<file path="config.mk">
export PLATFORM = sky130hd
export DESIGN_NAME = stereo_top
export DESIGN_NICKNAME = d
export VERILOG_FILES = /design/src/logic/stereo_pkg.sv /design/src/logic/stereo_top.sv /design/src/logic/depth_store.sv /design/src/logic/disparity_calc.sv /design/src/logic/scale_filter.sv /design/src/logic/stereo_ctrl.sv /design/src/logic/stereo_loader.sv
export SDC_FILE = /design/constraint.sdc
export NUM_CORES = 1
export LEC_CHECK = 0
export BUFFER_PORTS_ARGS = -buffer_cell sky130_fd_sc_hd__buf_4
export CORE_MARGIN = 5
export CORE_UTILIZATION = 50
export CTS_CLUSTER_SIZE = 20
export DETAILED_ROUTE_END_ITERATION = 10
export PLACE_DENSITY_LB_ADDON = 0.1
export SYNTH_ARGS = -nofsm -noshare
export SYNTH_HDL_FRONTEND = slang
export SYNTH_HIERARCHICAL = 1
export SYNTH_SLANG_ARGS = --single-unit
</file>
<file path="constraint.sdc">
create_clock -name tm3_clk_v0 -period 4.8 [get_ports tm3_clk_v0]
set_input_delay 1.2 -clock tm3_clk_v0 [delete_from_list [all_inputs] [get_ports tm3_clk_v0]]
set_output_delay 1.2 -clock tm3_clk_v0 [all_outputs]
set_load 0.005 [all_outputs]
</file>
<file path="src/logic/stereo_pkg.sv">
// Holds the shared widths and encodings that the stereo front end and its testbench import.
package stereo_pkg;

   localparam int PIX_W       = 8;
   localparam int SRAM_DATA_W = 64;
   localparam int SRAM_ADDR_W = 19;
   localparam int COORD_W     = 16;
   localparam int DEPTH_W     = 16;

   // Codes 2 to 5 are legal on the bus but have no register here.
   typedef enum logic [2:0] {
      LD_THRESH    = 3'd0,
      LD_GAIN      = 3'd1,
      LD_PIX_LEFT  = 3'd6,
      LD_PIX_RIGHT = 3'd7
   } load_code_e;

   typedef enum logic [1:0] {
      Q_IDLE,                  // No query outstanding.
      Q_PENDING,               // Waiting for a cycle without an SRAM write.
      Q_READ,                  // Read data returns from the SRAM.
      Q_CAPTURE                // Byte is held on depth_out.
   } query_state_e;

endpackage
</file>
<file path="src/logic/stereo_top.sv">
// Top level of the stereo front end; connects the loader, filters, disparity path and SRAM store.
`timescale 1ns/1ns

module stereo_top #(
   parameter int line_w = 64,
   parameter int lines  = 48
) (
   input  logic                                 tm3_clk_v0,
   input  logic                                 rst_n,
   input  logic [stereo_pkg::PIX_W-1:0]         bus_word,
   input  stereo_pkg::load_code_e               bus_sel,
   input  logic                                 bus_load,
   input  logic [stereo_pkg::COORD_W-1:0]       xy_word,
   input  logic                                 xy_sel,
   input  logic                                 xy_load,
   input  logic                                 vidin_new_data,
   output logic                                 v_nd_s1_left,
   output logic                                 v_nd_s2_left,
   output logic                                 v_nd_s4_left,
   output logic [stereo_pkg::PIX_W-1:0]         v_d_s1_left,
   output logic [stereo_pkg::PIX_W-1:0]         v_d_s2_left,
   output logic [stereo_pkg::PIX_W-1:0]         v_d_s4_left,
   output logic                                 v_nd_s1_right,
   output logic                                 v_nd_s2_right,
   output logic                                 v_nd_s4_right,
   output logic [stereo_pkg::PIX_W-1:0]         v_d_s1_right,
   output logic [stereo_pkg::PIX_W-1:0]         v_d_s2_right,
   output logic [stereo_pkg::PIX_W-1:0]         v_d_s4_right,
   output logic [stereo_pkg::DEPTH_W-1:0]       depth_out,
   output logic                                 depth_valid,
   input  logic [stereo_pkg::SRAM_DATA_W-1:0]   offchip_sram_data_in,
   output logic [stereo_pkg::SRAM_ADDR_W-1:0]   offchip_sram_addr,
   output logic [stereo_pkg::SRAM_DATA_W-1:0]   offchip_sram_data_out,
   output logic [stereo_pkg::SRAM_DATA_W/stereo_pkg::PIX_W-1:0] offchip_sram_we,
   output logic [1:0]                           offchip_sram_oe
);
   import stereo_pkg::*;

   logic [PIX_W-1:0]       thresh;
   logic [1:0]             gain;
   logic [PIX_W-1:0]       pix_left;
   logic [PIX_W-1:0]       pix_right;
   logic [COORD_W-1:0]     x_in;
   logic [COORD_W-1:0]     y_in;
   logic                   query_start;
   logic [PIX_W-1:0]       disp_byte;
   logic                   disp_valid;
   logic                   wr_en;
   logic                   rd_en;
   logic                   capture;
   logic [SRAM_ADDR_W+2:0] pix_index;

   stereo_loader u_loader (
      .tm3_clk_v0, .rst_n, .bus_word, .bus_sel, .bus_load, .xy_word, .xy_sel, .xy_load,
      .thresh, .gain, .pix_left, .pix_right, .x_in, .y_in, .query_start
   );

   scale_filter u_filter_left (
      .tm3_clk_v0, .rst_n, .new_data(vidin_new_data), .pix(pix_left),
      .v_nd_s1(v_nd_s1_left), .v_nd_s2(v_nd_s2_left), .v_nd_s4(v_nd_s4_left),
      .v_d_s1(v_d_s1_left), .v_d_s2(v_d_s2_left), .v_d_s4(v_d_s4_left)
   );

   scale_filter u_filter_right (
      .tm3_clk_v0, .rst_n, .new_data(vidin_new_data), .pix(pix_right),
      .v_nd_s1(v_nd_s1_right), .v_nd_s2(v_nd_s2_right), .v_nd_s4(v_nd_s4_right),
      .v_d_s1(v_d_s1_right), .v_d_s2(v_d_s2_right), .v_d_s4(v_d_s4_right)
   );

   // Both filters see the same strobe, so the left strobe qualifies the pair.
   disparity_calc u_disparity (
      .tm3_clk_v0, .rst_n, .nd_s1(v_nd_s1_left), .left_s1(v_d_s1_left),
      .right_s1(v_d_s1_right), .thresh, .gain, .disp_byte, .disp_valid
   );

   stereo_ctrl #(.line_w(line_w), .lines(lines)) u_ctrl (
      .tm3_clk_v0, .rst_n, .disp_valid, .query_start, .x_in, .y_in,
      .wr_en, .rd_en, .pix_index, .depth_valid, .capture
   );

   depth_store u_depth_store (
      .tm3_clk_v0, .rst_n, .wr_en, .rd_en, .capture, .pix_index, .disp_byte,
      .offchip_sram_data_in, .offchip_sram_addr, .offchip_sram_data_out,
      .offchip_sram_we, .offchip_sram_oe, .depth_out
   );

endmodule

</file>
<file path="src/logic/depth_store.sv">
// Drives the off-chip SRAM pins for disparity writes and depth reads and returns the read byte.
`timescale 1ns/1ns

module depth_store (
   input  logic                                 tm3_clk_v0,
   input  logic                                 rst_n,
   input  logic                                 wr_en,
   input  logic                                 rd_en,
   input  logic                                 capture,
   input  logic [stereo_pkg::SRAM_ADDR_W+2:0]   pix_index,
   input  logic [stereo_pkg::PIX_W-1:0]         disp_byte,
   input  logic [stereo_pkg::SRAM_DATA_W-1:0]   offchip_sram_data_in,
   output logic [stereo_pkg::SRAM_ADDR_W-1:0]   offchip_sram_addr,
   output logic [stereo_pkg::SRAM_DATA_W-1:0]   offchip_sram_data_out,
   output logic [stereo_pkg::SRAM_DATA_W/stereo_pkg::PIX_W-1:0] offchip_sram_we,
   output logic [1:0]                           offchip_sram_oe,
   output logic [stereo_pkg::DEPTH_W-1:0]       depth_out
);
   import stereo_pkg::*;

   localparam int LANES = SRAM_DATA_W / PIX_W;

   logic [PIX_W-1:0] byte_q;
   logic [2:0]       rd_lane;
   logic [LANES-1:0] lane_onehot;

   // The byte is delayed one cycle so it lines up with the write enable from the FSM.
   always_ff @(posedge tm3_clk_v0) begin
      byte_q <= disp_byte;
      if (rd_en) rd_lane <= pix_index[2:0];
   end

   assign lane_onehot           = LANES'(1) << pix_index[2:0];
   assign offchip_sram_addr     = pix_index[SRAM_ADDR_W+2:3];
   assign offchip_sram_data_out = {LANES{byte_q}};
   assign offchip_sram_we       = wr_en ? lane_onehot : '0;
   assign offchip_sram_oe       = rd_en ? 2'b11 : 2'b00;

   always_ff @(posedge tm3_clk_v0 or negedge rst_n) begin
      if (!rst_n) begin
         depth_out <= '0;
      end else if (capture) begin
         depth_out <= DEPTH_W'(offchip_sram_data_in[rd_lane * PIX_W +: PIX_W]);
      end
   end

endmodule

</file>
<file path="src/logic/disparity_calc.sv">
// Turns an unscaled left and right pixel pair into a thresholded, gained and saturated disparity.
`timescale 1ns/1ns

module disparity_calc (
   input  logic                           tm3_clk_v0,
   input  logic                           rst_n,
   input  logic                           nd_s1,
   input  logic [stereo_pkg::PIX_W-1:0]   left_s1,
   input  logic [stereo_pkg::PIX_W-1:0]   right_s1,
   input  logic [stereo_pkg::PIX_W-1:0]   thresh,
   input  logic [1:0]                     gain,
   output logic [stereo_pkg::PIX_W-1:0]   disp_byte,
   output logic                           disp_valid
);
   import stereo_pkg::*;

   logic [PIX_W-1:0] diff;
   logic [PIX_W+2:0] shifted;
   logic [PIX_W-1:0] result;

   always_comb begin
      diff    = (left_s1 > right_s1) ? left_s1 - right_s1 : right_s1 - left_s1;
      shifted = {3'b000, diff} << gain;
      if (diff < thresh)          result = '0;    // A difference equal to thresh passes.
      else if (|shifted[PIX_W+2:PIX_W]) result = '1;
      else                        result = shifted[PIX_W-1:0];
   end

   always_ff @(posedge tm3_clk_v0) begin
      if (nd_s1) disp_byte <= result;
   end

   always_ff @(posedge tm3_clk_v0 or negedge rst_n) begin
      if (!rst_n) disp_valid <= 1'b0;
      else        disp_valid <= nd_s1;
   end

endmodule

</file>
<file path="src/logic/scale_filter.sv">
// Produces the unscaled, pair-averaged and quad-averaged pixel streams of one camera.
`timescale 1ns/1ns

module scale_filter (
   input  logic                           tm3_clk_v0,
   input  logic                           rst_n,
   input  logic                           new_data,
   input  logic [stereo_pkg::PIX_W-1:0]   pix,
   output logic                           v_nd_s1,
   output logic                           v_nd_s2,
   output logic                           v_nd_s4,
   output logic [stereo_pkg::PIX_W-1:0]   v_d_s1,
   output logic [stereo_pkg::PIX_W-1:0]   v_d_s2,
   output logic [stereo_pkg::PIX_W-1:0]   v_d_s4
);
   import stereo_pkg::*;

   logic [1:0]       phase;
   logic [PIX_W-1:0] pix_prev;
   logic [PIX_W+1:0] acc4;
   logic [PIX_W:0]   sum2;
   logic [PIX_W+1:0] sum4;

   assign sum2 = {1'b0, pix_prev} + {1'b0, pix};
   assign sum4 = acc4 + {2'b00, pix};

   // Phase counts strobes so every line starts on a fresh window.
   always_ff @(posedge tm3_clk_v0 or negedge rst_n) begin
      if (!rst_n) begin
         phase   <= '0;
         v_nd_s1 <= 1'b0;
         v_nd_s2 <= 1'b0;
         v_nd_s4 <= 1'b0;
      end else begin
         v_nd_s1 <= new_data;
         v_nd_s2 <= new_data & phase[0];
         v_nd_s4 <= new_data & (phase == 2'd3);
         if (new_data) phase <= phase + 1'b1;
      end
   end

   always_ff @(posedge tm3_clk_v0) begin
      if (new_data) begin
         v_d_s1   <= pix;
         pix_prev <= pix;
         acc4     <= (phase == 2'd0) ? {2'b00, pix} : sum4;
         if (phase[0])      v_d_s2 <= sum2[PIX_W:1];
         if (phase == 2'd3) v_d_s4 <= sum4[PIX_W+1:2];
      end
   end

endmodule

</file>
<file path="src/logic/stereo_ctrl.sv">
// Tracks the write raster position and runs the depth query FSM that shares the SRAM with writes.
`timescale 1ns/1ns

module stereo_ctrl #(
   parameter int line_w = 64,
   parameter int lines  = 48
) (
   input  logic                                 tm3_clk_v0,
   input  logic                                 rst_n,
   input  logic                                 disp_valid,
   input  logic                                 query_start,
   input  logic [stereo_pkg::COORD_W-1:0]       x_in,
   input  logic [stereo_pkg::COORD_W-1:0]       y_in,
   output logic                                 wr_en,
   output logic                                 rd_en,
   output logic [stereo_pkg::SRAM_ADDR_W+2:0]   pix_index,
   output logic                                 depth_valid,
   output logic                                 capture
);
   import stereo_pkg::*;

   localparam int IDX_W = SRAM_ADDR_W + 3;
   localparam int COL_W = $clog2(line_w);
   localparam int ROW_W = $clog2(lines);

   logic [COL_W-1:0] col;
   logic [ROW_W-1:0] row;
   logic [IDX_W-1:0] wr_index;
   logic [IDX_W-1:0] rd_index;
   query_state_e     state;
   query_state_e     state_nxt;

   always_ff @(posedge tm3_clk_v0 or negedge rst_n) begin
      if (!rst_n) begin
         col   <= '0;
         row   <= '0;
         wr_en <= 1'b0;
      end else begin
         wr_en <= disp_valid;                   // Write lands one cycle after the byte.
         if (disp_valid) begin
            if (col == COL_W'(line_w - 1)) begin
               col <= '0;
               row <= (row == ROW_W'(lines - 1)) ? '0 : row + 1'b1;
            end else begin
               col <= col + 1'b1;
            end
         end
      end
   end

   always_ff @(posedge tm3_clk_v0) begin
      if (disp_valid) wr_index <= IDX_W'(row * line_w + col);
      if (state == Q_IDLE && query_start) rd_index <= IDX_W'(y_in * line_w + x_in);
   end

   always_comb begin
      state_nxt = state;
      case (state)
         Q_IDLE:    if (query_start) state_nxt = Q_PENDING;
         Q_PENDING: if (!wr_en)      state_nxt = Q_READ;   // Writes always win.
         Q_READ:    state_nxt = Q_CAPTURE;
         Q_CAPTURE: state_nxt = Q_IDLE;
         default:   state_nxt = Q_IDLE;
      endcase
   end

   always_ff @(posedge tm3_clk_v0 or negedge rst_n) begin
      if (!rst_n) state <= Q_IDLE;
      else        state <= state_nxt;
   end

   assign rd_en       = (state == Q_PENDING) && !wr_en;
   assign capture     = (state == Q_READ);
   assign depth_valid = (state == Q_CAPTURE);
   assign pix_index   = wr_en ? wr_index : rd_index;

endmodule

</file>
<file path="src/logic/stereo_loader.sv">
// Decodes the configuration and coordinate buses into calibration, pixel and query registers.
`timescale 1ns/1ns

module stereo_loader (
   input  logic                               tm3_clk_v0,
   input  logic                               rst_n,
   input  logic [stereo_pkg::PIX_W-1:0]       bus_word,
   input  stereo_pkg::load_code_e             bus_sel,
   input  logic                               bus_load,
   input  logic [stereo_pkg::COORD_W-1:0]     xy_word,
   input  logic                               xy_sel,
   input  logic                               xy_load,
   output logic [stereo_pkg::PIX_W-1:0]       thresh,
   output logic [1:0]                         gain,
   output logic [stereo_pkg::PIX_W-1:0]       pix_left,
   output logic [stereo_pkg::PIX_W-1:0]       pix_right,
   output logic [stereo_pkg::COORD_W-1:0]     x_in,
   output logic [stereo_pkg::COORD_W-1:0]     y_in,
   output logic                               query_start
);
   import stereo_pkg::*;

   always_ff @(posedge tm3_clk_v0 or negedge rst_n) begin
      if (!rst_n) begin
         thresh <= '0;
         gain   <= '0;
      end else if (bus_load) begin
         case (bus_sel)
            LD_THRESH: thresh <= bus_word;
            LD_GAIN:   gain   <= bus_word[1:0];   // Shift range is 0 to 3.
            default: ;
         endcase
      end
   end

   always_ff @(posedge tm3_clk_v0) begin
      if (bus_load) begin
         case (bus_sel)
            LD_PIX_LEFT:  pix_left  <= bus_word;
            LD_PIX_RIGHT: pix_right <= bus_word;
            default: ;
         endcase
      end
      if (xy_load) begin
         if (xy_sel) y_in <= xy_word;
         else        x_in <= xy_word;
      end
   end

   // The pulse lines up with the first cycle in which y_in holds the new value.
   always_ff @(posedge tm3_clk_v0 or negedge rst_n) begin
      if (!rst_n) query_start <= 1'b0;
      else        query_start <= xy_load & xy_sel;
   end

endmodule

</file>
==> summary.txt <==
Final layout
  • Ant diodes: 0
  • Commonest cells after routing, fill and taps aside: buf_4, edfxtp_1, ha_1
  • Design Area, Final: 0.0141 mm2
  • Most common cell after layout, fill and taps aside: buf_4
  • Area growth syn-to-layout: 20.1%
  • Fin cells: 1474
  • Final layout net count: 1314
  • Fraction of layout cells with a size suffix above 1: 31.5%
  • Core Util, Final: 60.5%

CTS
  • H-tree levels: 1
  • Post_cts resized: 0
  • Post-CTS Hold Buffers: 0
  • Worst-path clk slew: 60 ps
  • Clk sink count: 214
  • Skew-Pair Late Insertion Delay: 520 ps
  • Total setup buffers inserted after CTS: 0
  • Max clock buf depth: 3
  • CTS Root Cell: clkbuf_16
  • CTS tree: yes
  • CTS Buf Count: 23

STA
  • Worst slew pin tran: 1070 ps
  • Worst Clk Skew: 14.5 ps
  • Crit share post-route: 83.0%
  • Unrepaired setup endpoints after global routing: false
  • Tightest slew margin relative to the limit: 28.4%
  • TNS Setup: 0 ps
  • Final Hold Fails: 0
  • Max frequency: 251 MHz
  • Period minus WS final: 3980 ps
  • Max Slew Vio Count: 0
  • Final setup viols: 0

Global route
  • Largest net degree at the start of global routing: 49
  • Number of global-route vias before repair: 7401
  • First-pass GRT wire length: 40300 um
  • Initial antenna violation count: 1
  • Tot GR Track Use: 19.0%
  • GRT overflow: 0

Hold path
  • Hold Path Class: reg -> reg

Floorplan
  • Core area: 0.0233 mm2
  • Ports: 261
  • Die Ht: 163 um
  • Die W: 163 um
  • Die ar.: 0.0267 mm2
  • Rows: 56
  • Initial Utilization: 50.4%

Detailed routing
  • Vias: 7808
  • First-pass DRT Iterations: 5
  • DR top layer: met5
  • Met3 routed WL: 2030 um
  • Routed WL: 26600 um
  • Met1 Wirelength: 11800 um
  • WL/cell: 18.0 um
  • Post-route DRC: 0
  • Vias per cell: 5.30
  • Number of routed nets with antenna violations: 0
  • Metal2 WL: 12200 um
  • Starting DRT DRC Count: 454

Job
  • MaxCap Viol Count: 0

Worst setup path
  • Critical-path cell list: ha_1 -> a21oi_1 -> a21o_1 -> a21o_4 -> mux2i_2 -> xor2_2 -> ha_1 -> and4_1 -> a221oi_1 -> a32oi_1
  • Worst Path Required: 5000 ps
  • Crit-path slowest cell: a221oi_1
  • Crit. End Element: flip-flop
  • Crit path kind: reg -> reg
  • Worst EP arrival: 4190 ps
  • Cell mode on critical path: ha_1
  • Critical path startpoint category: flip-flop
  • CP max stage delay: 830 ps
  • Crit-path max FO: 10

Run status
  • Outcome: finished clean

Logic synthesis
  • Syn avg cell area: 12.3 um2
  • Ys async rst share: 21.0%
  • Synth Register Bits: 214
  • Mapped Cells: 957
  • Seq/Total Area, Yosys: 52.1%
  • Prevailing post-synth register cell: edfxtp_1
  • Syn Std Cell Area: 0.0118 mm2
  • Yosys warns: 6
  • Synth unique cells: 74
  • EDFF count, synth: 161

Power
  • Worst IR Drop VDD: 0.000407 V
  • PD cells: 476 mW/mm2
  • Leakage: 0.00609 uW

Placed design
  • Hpwl dp: 20000 um
  • # port buffers: 252
  • Dpl cells: 1432
  • DP Area: 0.0133 mm2
  • GPL Wtd Cong: 0.851
[area by class of cell]
cell class                      count  area (um2)
Fill cell                        1931        9230
Sequential cell                   214        6120
Multi-Input combinational cell    597        4710
Timing Repair Buffer              255        1910
Clock buffer                       27         633
Tap cell                          319         399
Inverter                           47         176
Clock inverter                     15         154
[routing by layer]
metal | up-vias | GRT usage (%)
li1 | 3774 | -
met1 | 3699 | 27.2
met2 | 289 | 30.3
met3 | 44 | 3.68
met4 | 2 | 4.27
met5 | - | 0
[logic make-up (layout without fill, tap and decap cells)]
kind of cell / count (synthesis) / count (layout) / share of synthesized area (%)
mux: 70 / 70 / 6.75
flops: 214 / 214 / 52.1
fa+ha+maj: 79 / 79 / 8.86
compound gates: 188 / 188 / 11.3
buf+inv: 153 / 344 / 8.06
other cells: 1 / 8 / 0.0319
simple gates: 207 / 207 / 9.52
xor+xnor: 45 / 45 / 3.42
[worst paths after layout]
path	from	to	slack, ps	cells past startpoint
worst max-delay path	u_filter_right/pix_prev[3]	u_disparity/disp_byte[6]	820	10
worst min-delay path	u_disparity/disp_byte[7]	u_depth_store/byte_q[7]	340	0
worst max register to register	u_filter_right/pix_prev[3]	u_disparity/disp_byte[6]	820	10
worst min register to register	u_disparity/disp_byte[7]	u_depth_store/byte_q[7]	340	0
max in group asynchronous	rst_n	u_loader/gain[0]	3660	1
min in group asynchronous	rst_n	u_depth_store/depth_out[3]	710	1
[registers in the layout (all words and copies together), names as in the netlist, 8 cells and up]
| signal | flops |
|---|---|
| u_ctrl/rd_index | 22 |
| u_ctrl/wr_index | 12 |
| u_depth_store/byte_q | 8 |
| u_depth_store/depth_out | 8 |
| u_disparity/disp_byte | 8 |
| u_filter_left/acc4 | 10 |
| u_filter_left/pix_prev | 8 |
| u_filter_left/v_d_s2 | 8 |
| u_filter_left/v_d_s4 | 8 |
| u_filter_right/acc4 | 10 |
| u_filter_right/pix_prev | 8 |
| u_filter_right/v_d_s2 | 8 |
| u_filter_right/v_d_s4 | 8 |
| u_loader/pix_left | 8 |
| u_loader/pix_right | 8 |
| u_loader/thresh | 8 |
| u_loader/x_in | 16 |
| u_loader/y_in | 16 |
[cell usage after synthesis (9+ instances only)]
cell type,number,area (um2)
xor2_1,18,158
a22oi_1,10,75.1
edfxtp_1,161,4830
ha_1,72,901
nor3_1,12,60.1
and2_1,9,56.3
mux2_2,41,462
dfrtp_1,45,1130
a21o_1,22,165
a21oi_1,43,215
nor2b_1,41,257
nand2_1,49,184
nand3_1,19,95.1
a211o_1,11,96.3
nor2_1,27,101
o21ai_0,41,205
buf_4,89,668
xnor2_1,26,228
mux2i_1,25,250
nand4_1,10,62.6
inv_1,47,176
[critical path: cells and delay by family (launching register included)]
kind                     cells  cell delay (ps)
multiplexers                 1              250
AND/OR/NAND/NOR              1              230
XOR/XNOR                     1              260
AO/OA/AOI/OAI                5             1700
adder cells (fa/ha/maj)      2              760
flip-flops                   1              470
[where the power goes]
| group | internal (uW) | switching, uW |
|---|---|---|
| clock network | 1070 | 749 |
| logic | 1110 | 1040 |
| registers | 2510 | 252 |
| total | 4680 | 2040 |
[through the flow]
stage | hold slack [ps] | setup slack (ps) | power, uW
2_1_floorplan | 323 | 1330 | 4270
3_3_place_gp | 324 | 935 | 4900
3_5_place_dp | 329 | 844 | 4930
4_1_cts | 343 | 832 | 6790
5_1_grt | 351 | 560 | 7120
6_report | 341 | 815 | 6720
Power figures use the tool's default switching activity.
